===== src/include/mul_cfg.svh =====
// multiplier array configuration: lane count, operand width and retiming depth
`ifndef mul_cfg_svh
`define mul_cfg_svh

// parallel lanes per beat, 2 or more so the dot sum keeps a sign bit
`define mul_lanes 4

// operand width in bits
`define mul_width 8

// retiming registers inside each lane, at least 1
`define mul_stages 3

// with the defaults
//   in_beat  65 bits
//   out_beat 64 product bits + 18 dot bits
//   input to out_valid 4 non-stalled edges

`endif


===== src/hw/mul_pkg.sv =====
// shared beat and lane types for the lane-parallel multiplier array
`default_nettype none

`include "mul_cfg.svh"

package mul_pkg;

  localparam int lanes  = `mul_lanes;
  localparam int width  = `mul_width;
  localparam int stages = `mul_stages;
  localparam int prod_w = 2 * width;
  localparam int dot_w  = prod_w + $clog2(lanes); // room for the lane sum

  // one operand pair as it arrives on the input
  typedef struct packed {
    logic [width-1:0] a;
    logic [width-1:0] b;
  } op_pair_t;

  typedef struct packed {
    logic                      tc;   // two's complement operands
    op_pair_t [lanes-1:0]      pair;
  } in_beat_t;

  // sign-magnitude operands for one lane
  typedef struct packed {
    logic             neg;   // product must be negated
    logic [width-1:0] mag_a;
    logic [width-1:0] mag_b;
  } lane_op_t;

  typedef struct packed {
    logic              neg;
    logic [prod_w-1:0] mag;  // unsigned product magnitude
  } lane_res_t;

  typedef struct packed {
    logic [lanes-1:0][prod_w-1:0] prod;
    logic [dot_w-1:0]             dot;
  } out_beat_t;

endpackage

`default_nettype wire


===== src/hw/pl_reg.sv =====
// pipeline register chain with one enable per register and a selectable reset style
`default_nettype none

module pl_reg #(
  parameter int width    = 8,
  parameter int in_reg   = 0,  // 0 or 1
  parameter int stages   = 4,  // 1 and up
  parameter int out_reg  = 0,  // 0 or 1
  parameter int rst_mode = 0   // 0 async, 1 sync
) (
  input  logic             clk,
  input  logic             rst_n,
  input  logic [(stages+in_reg+out_reg > 1 ? stages+in_reg+out_reg-2 : 0):0] enable,
  input  logic [width-1:0] data_in,
  output logic [width-1:0] data_out
);

  // input register, stages-1 pipe registers, output register, in that order
  localparam int n_regs = stages - 1 + in_reg + out_reg;

  logic [width-1:0] chain [0:n_regs]; // chain[0] is the raw input

  assign chain[0] = data_in;

  // each register loads from the one in front when its own enable is high
  // enable[0] belongs to the input register when in_reg is set
  // the top enable belongs to the output register when out_reg is set
  for (genvar k = 0; k < n_regs; k++) begin : g_reg
    if (rst_mode == 0) begin : g_async
      always_ff @(posedge clk or negedge rst_n) begin
        if (!rst_n) begin
          chain[k+1] <= '0;
        end else if (enable[k]) begin
          chain[k+1] <= chain[k];
        end
      end
    end else begin : g_sync
      always_ff @(posedge clk) begin
        if (!rst_n) begin
          chain[k+1] <= '0;
        end else if (enable[k]) begin
          chain[k+1] <= chain[k];
        end
      end
    end
  end

  // one stage and no extra registers leaves a plain wire
  assign data_out = chain[n_regs];

endmodule

`default_nettype wire


===== src/hw/op_dispatch.sv =====
// splits an input beat into per-lane sign-magnitude operands and qualifies in_valid
`default_nettype none

module op_dispatch (
  input  logic                                     in_valid,
  input  mul_pkg::in_beat_t                        in_beat,
  input  logic                                     stall,
  output logic                                     accept,
  output mul_pkg::lane_op_t [mul_pkg::lanes-1:0]   lane_ops
);

  // the only place where a beat is qualified against stall
  assign accept = in_valid & ~stall;

  always_comb begin
    logic sa;
    logic sb;
    for (int l = 0; l < mul_pkg::lanes; l++) begin
      // sign bits only count in tc mode
      sa = in_beat.tc & in_beat.pair[l].a[mul_pkg::width-1];
      sb = in_beat.tc & in_beat.pair[l].b[mul_pkg::width-1];

      // most negative value maps to 2^(width-1), still fits unsigned
      lane_ops[l].mag_a = sa ? -in_beat.pair[l].a : in_beat.pair[l].a;
      lane_ops[l].mag_b = sb ? -in_beat.pair[l].b : in_beat.pair[l].b;
      lane_ops[l].neg   = sa ^ sb;
    end
  end

endmodule

`default_nettype wire


===== src/hw/mul_lane.sv =====
// one multiplier lane: magnitude product retimed through an enable-gated pl_reg
`default_nettype none

module mul_lane (
  input  logic               clk,
  input  logic               rst_n,
  input  logic               accept,
  input  logic               stall,
  input  mul_pkg::lane_op_t  op,
  output mul_pkg::lane_res_t res,
  output logic               done
);

  localparam int n_stg = mul_pkg::stages;

  mul_pkg::lane_res_t res_d;
  logic [n_stg-1:0]   vld;  // valid bit per register
  logic [n_stg-1:0]   en;   // register enables into pl_reg

  // unsigned multiply, sign travels alongside
  assign res_d.mag = op.mag_a * op.mag_b;
  assign res_d.neg = op.neg;

  // valid chain moves only when the pipe is not frozen
  always_ff @(posedge clk or negedge rst_n) begin
    if (!rst_n) begin
      vld <= '0;
    end else if (!stall) begin
      vld[0] <= accept;
      for (int k = 1; k < n_stg; k++) begin
        vld[k] <= vld[k-1];
      end
    end
  end

  // a register loads only when real data sits in front of it
  always_comb begin
    en[0] = accept; // already excludes stall
    for (int k = 1; k < n_stg; k++) begin
      en[k] = ~stall & vld[k-1];
    end
  end

  pl_reg #(
    .width   ($bits(mul_pkg::lane_res_t)),
    .in_reg  (0),
    .stages  (n_stg),
    .out_reg (1),
    .rst_mode(0)
  ) retime_i (
    .clk     (clk),
    .rst_n   (rst_n),
    .enable  (en),
    .data_in (res_d),
    .data_out(res)
  );

  assign done = vld[n_stg-1];

endmodule

`default_nettype wire


===== src/hw/result_collect.sv =====
// restores lane product signs, sums the dot product and registers the output beat
`default_nettype none

module result_collect (
  input  logic                                     clk,
  input  logic                                     rst_n,
  input  logic                                     stall,
  input  mul_pkg::lane_res_t [mul_pkg::lanes-1:0]  lane_res,
  input  logic [mul_pkg::lanes-1:0]                lane_done,
  output logic                                     out_valid,
  output mul_pkg::out_beat_t                       out_beat
);

  logic               capture;
  mul_pkg::out_beat_t beat_d;

  // lanes run in lockstep so lane 0 speaks for all
  assign capture = ~stall & lane_done[0];

  always_comb begin
    logic [mul_pkg::dot_w-1:0] val;
    logic [mul_pkg::dot_w-1:0] acc;
    acc = '0;
    for (int l = 0; l < mul_pkg::lanes; l++) begin
      // magnitude is zero-extended first, so unsigned products stay positive
      val = '0;
      val[mul_pkg::prod_w-1:0] = lane_res[l].mag;
      if (lane_res[l].neg) begin
        val = -val;
      end
      beat_d.prod[l] = val[mul_pkg::prod_w-1:0];
      acc = acc + val;
    end
    beat_d.dot = acc;
  end

  always_ff @(posedge clk or negedge rst_n) begin
    if (!rst_n) begin
      out_valid <= 1'b0;
    end else begin
      out_valid <= capture; // single-cycle pulse
    end
  end

  // result word holds through stall and idle cycles
  always_ff @(posedge clk) begin
    if (capture) begin
      out_beat <= beat_d;
    end
  end

endmodule

`default_nettype wire


===== src/hw/mul_array_top.sv =====
// lane-parallel multiplier array with per-lane products and dot product output
`default_nettype none

module mul_array_top (
  input  logic               clk,
  input  logic               rst_n,
  input  logic               in_valid,
  input  mul_pkg::in_beat_t  in_beat,
  input  logic               stall,
  output logic               out_valid,
  output mul_pkg::out_beat_t out_beat
);

  logic                                    accept;
  mul_pkg::lane_op_t  [mul_pkg::lanes-1:0] lane_ops;
  mul_pkg::lane_res_t [mul_pkg::lanes-1:0] lane_res;
  logic [mul_pkg::lanes-1:0]               lane_done;

  op_dispatch dispatch_i (
    .in_valid(in_valid),
    .in_beat (in_beat),
    .stall   (stall),
    .accept  (accept),
    .lane_ops(lane_ops)
  );

  for (genvar l = 0; l < mul_pkg::lanes; l++) begin : g_lane
    mul_lane lane_i (
      .clk   (clk),
      .rst_n (rst_n),
      .accept(accept),
      .stall (stall),
      .op    (lane_ops[l]),
      .res   (lane_res[l]),
      .done  (lane_done[l])
    );
  end

  result_collect collect_i (
    .clk      (clk),
    .rst_n    (rst_n),
    .stall    (stall),
    .lane_res (lane_res),
    .lane_done(lane_done),
    .out_valid(out_valid),
    .out_beat (out_beat)
  );

endmodule

`default_nettype wire


===== config.mk =====
export PLATFORM = sky130hd
export DESIGN_NAME = mul_array_top
export DESIGN_NICKNAME = d
export VERILOG_FILES = /design/src/hw/mul_pkg.sv /design/src/hw/pl_reg.sv /design/src/hw/op_dispatch.sv /design/src/hw/mul_lane.sv /design/src/hw/result_collect.sv /design/src/hw/mul_array_top.sv
export VERILOG_INCLUDE_DIRS = /design/src /design/src/include
export SDC_FILE = /design/constraint.sdc
export NUM_CORES = 1
export LEC_CHECK = 0
export BUFFER_PORTS_ARGS = -buffer_cell sky130_fd_sc_hd__buf_2
export CAP_MARGIN = 20
export CORE_MARGIN = 1
export CORE_UTILIZATION = 55
export CTS_BUF_LIST = sky130_fd_sc_hd__clkbuf_4 sky130_fd_sc_hd__clkbuf_8
export DETAILED_ROUTE_END_ITERATION = 12
export GPL_TIMING_DRIVEN = 0
export PLACE_DENSITY_LB_ADDON = 0.15
export SETUP_SLACK_MARGIN = 0.4
export SYNTH_ARGS = -nofsm -noshare
export SYNTH_HDL_FRONTEND = slang
export SYNTH_HIERARCHICAL = 1
export SYNTH_SLANG_ARGS = --single-unit

===== constraint.sdc =====
create_clock -name clk -period 6.6 [get_ports clk]
set_input_delay 1.32 -clock clk [delete_from_list [all_inputs] [get_ports clk]]
set_output_delay 1.32 -clock clk [all_outputs]
set_load 0.005 [all_outputs]

* Yosys cells after proc, flatten, opt, wreduce, memory -nomap -nowiden
Index checks and enable logic that the tools add are counted.
** Operators by class
- Multiplexer cells :: 12
- Bitwise logic cells :: 23
- Multipliers :: 4
- $add $sub $neg :: 15
** Operators with widths (number)
- $mux W18 :: 4
- $neg A16 Y18 :: 4
- $mul A8 B8 Y16 :: 4
- $mux W8 :: 8
- $neg A8 Y8 :: 8
- $add A18 B18 Y18 :: 3
- $and A1 B1 Y1 :: 18
- $xor A1 B1 Y1 :: 4
- $not A1 Y1 :: 1
** Storage, ports and cells
- Logic and storage cells :: 76
- Output and inout port bits :: 83
- Input bits :: 69
- Bits in registers :: 296

* Depth between registers and ports, before layout
- Depth after elaboration :: 5
- Depth in mapped cells :: 20
- Depth with buffers taken out :: 20

* Hierarchy
The synthesis kept the hierarchy.
** Modules (own cells, without submodules)
- pl_reg :: instances 4, seq. area each 1276.2 µm², area an instance 2184.6 µm², cells an instance 125
- result_collect :: instances 1, seq. area each 2487.4 µm², area an instance 5515.3 µm², cells an instance 485
- mul_lane at g_lane[0].lane_i ... :: instances 2, seq. area each 75.1 µm², area an instance 2228.4 µm², cells an instance 251
- mul_lane at g_lane[2].lane_i :: instances 1, seq. area each 75.1 µm², area an instance 2235.9 µm², cells an instance 251
- mul_lane at g_lane[3].lane_i :: instances 1, seq. area each 75.1 µm², area an instance 2223.4 µm², cells an instance 251
- op_dispatch :: instances 1, seq. area each 0.0 µm², area an instance 1301.2 µm², cells an instance 195

* Worst setup path before layout
OpenSTA, ideal clock, no wires.
- Path type :: input -> register
- Start point :: input port in_beat[36] (netlist bit)
- End point :: register g_lane[2].lane_i/retime_i/chain[45] (netlist bit)
- Setup time :: 0.125 ns
- Buffers on the path :: 0
- Data arrival time :: 5.777 ns
- Stages on the path :: 18
- Path slack :: 0.698 ns
- Data required time :: 6.475 ns
- Cell sequence :: nor4_2 nand3b_1 a21boi_0 nand2_1 fa_1 fa_1 inv_1 fa_1 inv_1 fa_1 inv_1 ha_1 a21o_1 a21oi_2 nand2_1 a31oi_1 xnor2_1 mux2_4
** RTL lines
- from (decl) :: line mul_array_top.sv:8 : input mul_pkg::in_beat_t in_beat,
- to (signal, indexed assignment) :: line pl_reg.sv:34 : chain[k+1] <= chain[k];
- to (decl) :: line pl_reg.sv:21 : logic [width-1:0] chain [0:n_regs];

==> metrics.csv <==
metric,value,unit
wire per inst,16.2,um
register area,7820,um^2
initial antenna violation count,0,
Post-CTS Repair Setup Buffers,0,
all-layer global routing usage,22.6,%
clk sinks,296,
largest net degree at the start of global routing,123,
Max-Cap Viols,0,
CP Launch Type,input pin,
Final period util,91.7,%
Clock Skew,0.0276,ns
RSZ-0062 raised after global routing,yes,
Slowest Stage Delay on Critical Path,0.78,ns
Setup-failing EPs final,0,
final wirelength,48.6,mm
CTS tree,yes,
WP buf/inv,5,
hold path depth,1,
core area,43400,um^2
area post-placement,26000,um^2
R2R Path End,collect_i/out_beat[11],
Yosys Warn Count,6,
status,"finished, final reports clean",
post-route antenna net violation count,0,
max_slew headroom,31.3,%
Clock Tree Buf Depth,3,
final net count,2801,
Final Hold Fails,0,
Synth Area per Inst,11.2,um^2
hold-critical path endpoint,g_lane[2].lane_i/vld[1],
vias per cell,5.18,
hold_sp,g_lane[2].lane_i/vld[1],
R2R depth,17,
die area,45200,um^2
GP Congestion,0.903,
# IOs,152,
CTS buffer count,45,
Setup CP Type,input pin to flip-flop,
minimum clock period,6.05,ns
htree depth,2,
Post-Syn Area,24400,um^2
first-pass GRT wire length,81.8,mm
Congestion Overflow GR,0,
slowest cell on the critical path,a21boi_0,
crit path max fanout,10,
hpwl dp,39.3,mm
flop-to-flop setup slack,0.94,ns
Achievable Freq,0.165,GHz
Horiz. Die Dim,213,um
DRC,0,
"Slew Viols, Final",0,
Clock transition at path regs,0.06,ns
Starting DRT DRC Count,756,
Worst Path Required,7.04,ns
worst min path class,flip-flop to flip-flop,
share of cells above drive strength 1,25.1,%
area of the multi-input gates,14500,um^2
worst-margin pin slew,1.01,ns
# rows,76,
vias in the first global route,16179,
Crit. End Element,flip-flop,
CP dominant cell by count,fa_1,
"Clk Latency, worst-skew pair",0.57,ns
Cells after Synth,2178,
DR pass1 iterations,5,
fillers,3600,
"Cell Chain, Critical Path","buf_2, buf_4, clkbuf_2, a21boi_0, and2_1, fa_1, fa_1, fa_1, inv_1, fa_1, inv_1, ha_1, a21oi_1, o21ai_1, nor4_1, a21oi_1, xor2_1, mux2_2",
Starting Density,56.2,%
r2r startpoint,g_lane[1].lane_i/retime_i/data_out[16],
Crit path arrival time,6.49,ns
Antenna Cells,0,
Post-Route Setup TNS,0,ns
via count,15565,
Die Y,213,um
syn nets,2598,
cell area after layout,27100,um^2
Layout area overhead,11.0,%
"delay-heaviest family, CP",adder cells,
Clock Tree Root,clkbuf_8,
IO buf count,151,
## per-stage QoR
stage	instances	hold slack, ns	utilization [%]	setup slack [ns]
3_5_place_dp	2918	0.458	59.9	-0.513
5_1_grt	3002	0.492	62.4	0.375
4_1_cts	3001	0.473	62.2	0.414
3_3_place_gp	2914	0.452	59.6	-0.503
6_report	3002	0.469	62.4	0.549
2_1_floorplan	2178	0.442	-	0.698
## cell usage in the layout (no fill, tap or decap), drive strengths merged, types with 12 or more instances in the layout
cell type	count
a211o	12
a21o	20
a21oi	60
and2	193
and3	12
buf	257
clkbuf	72
dfrtp	214
edfxtp	82
fa	178
ha	173
inv	309
mux2	216
nand2	127
nor2	64
nor2b	16
nor3	30
nor4	16
o21a	19
o21ai	43
o31ai	12
or4	15
xnor2	91
xor2	70
## repair_timing
action                     in CTS  in global routing
gates resized for setup         2                 14
hold buffers                    0                  0
setup endpoints to repair      23                 16
gates cloned                    0                  0
## how the worst max path moves through the flow
stage                 from  cells after the start                                  end  slack (ns)
6_report       in_beat[64]                     18  g_lane[3].lane_i/retime_i/chain[48]        0.55
5_1_grt        in_beat[64]                     20  g_lane[2].lane_i/retime_i/chain[45]        0.38
4_1_cts        in_beat[64]                     19  g_lane[2].lane_i/retime_i/chain[45]        0.41
3_5_place_dp   in_beat[64]                     18  g_lane[2].lane_i/retime_i/chain[48]       -0.51
3_3_place_gp   in_beat[64]                     18  g_lane[1].lane_i/retime_i/chain[48]       -0.50
2_1_floorplan  in_beat[36]                     18  g_lane[2].lane_i/retime_i/chain[45]        0.70
## metal layers
metal / vias to the layer above / part of all wire (%) / GRT usage (%)
met5: - / 0 / 0
met4: 0 / 2.3 / 5.95
met3: 71 / 3.7 / 2.64
met2: 340 / 47 / 37.4
met1: 7626 / 47 / 31.4
li1: 7528 / - / -
## area by class of cell
type	count	area share, %
plain buffers	110	3.65
inverters	306	4.25
flip-flops and latches	296	28.9
multi-input cells	1466	53.6
repair buffers	156	3.21
well taps	585	2.71
clock buffers	63	2.95
clock inverters	20	0.782
## state kept, by name, summed over array words and instances (netlist names)
name                             flops
collect_i/out_beat                  82
g_lane.lane_i/retime_i/chain       136
collect_i/out_valid                  1
g_lane.lane_i/vld                    9
g_lane.lane_i/retime_i/data_out     68
Power is not shown: default switching activity piles up to over one toggle a cycle in this logic, so the estimate is an artifact.
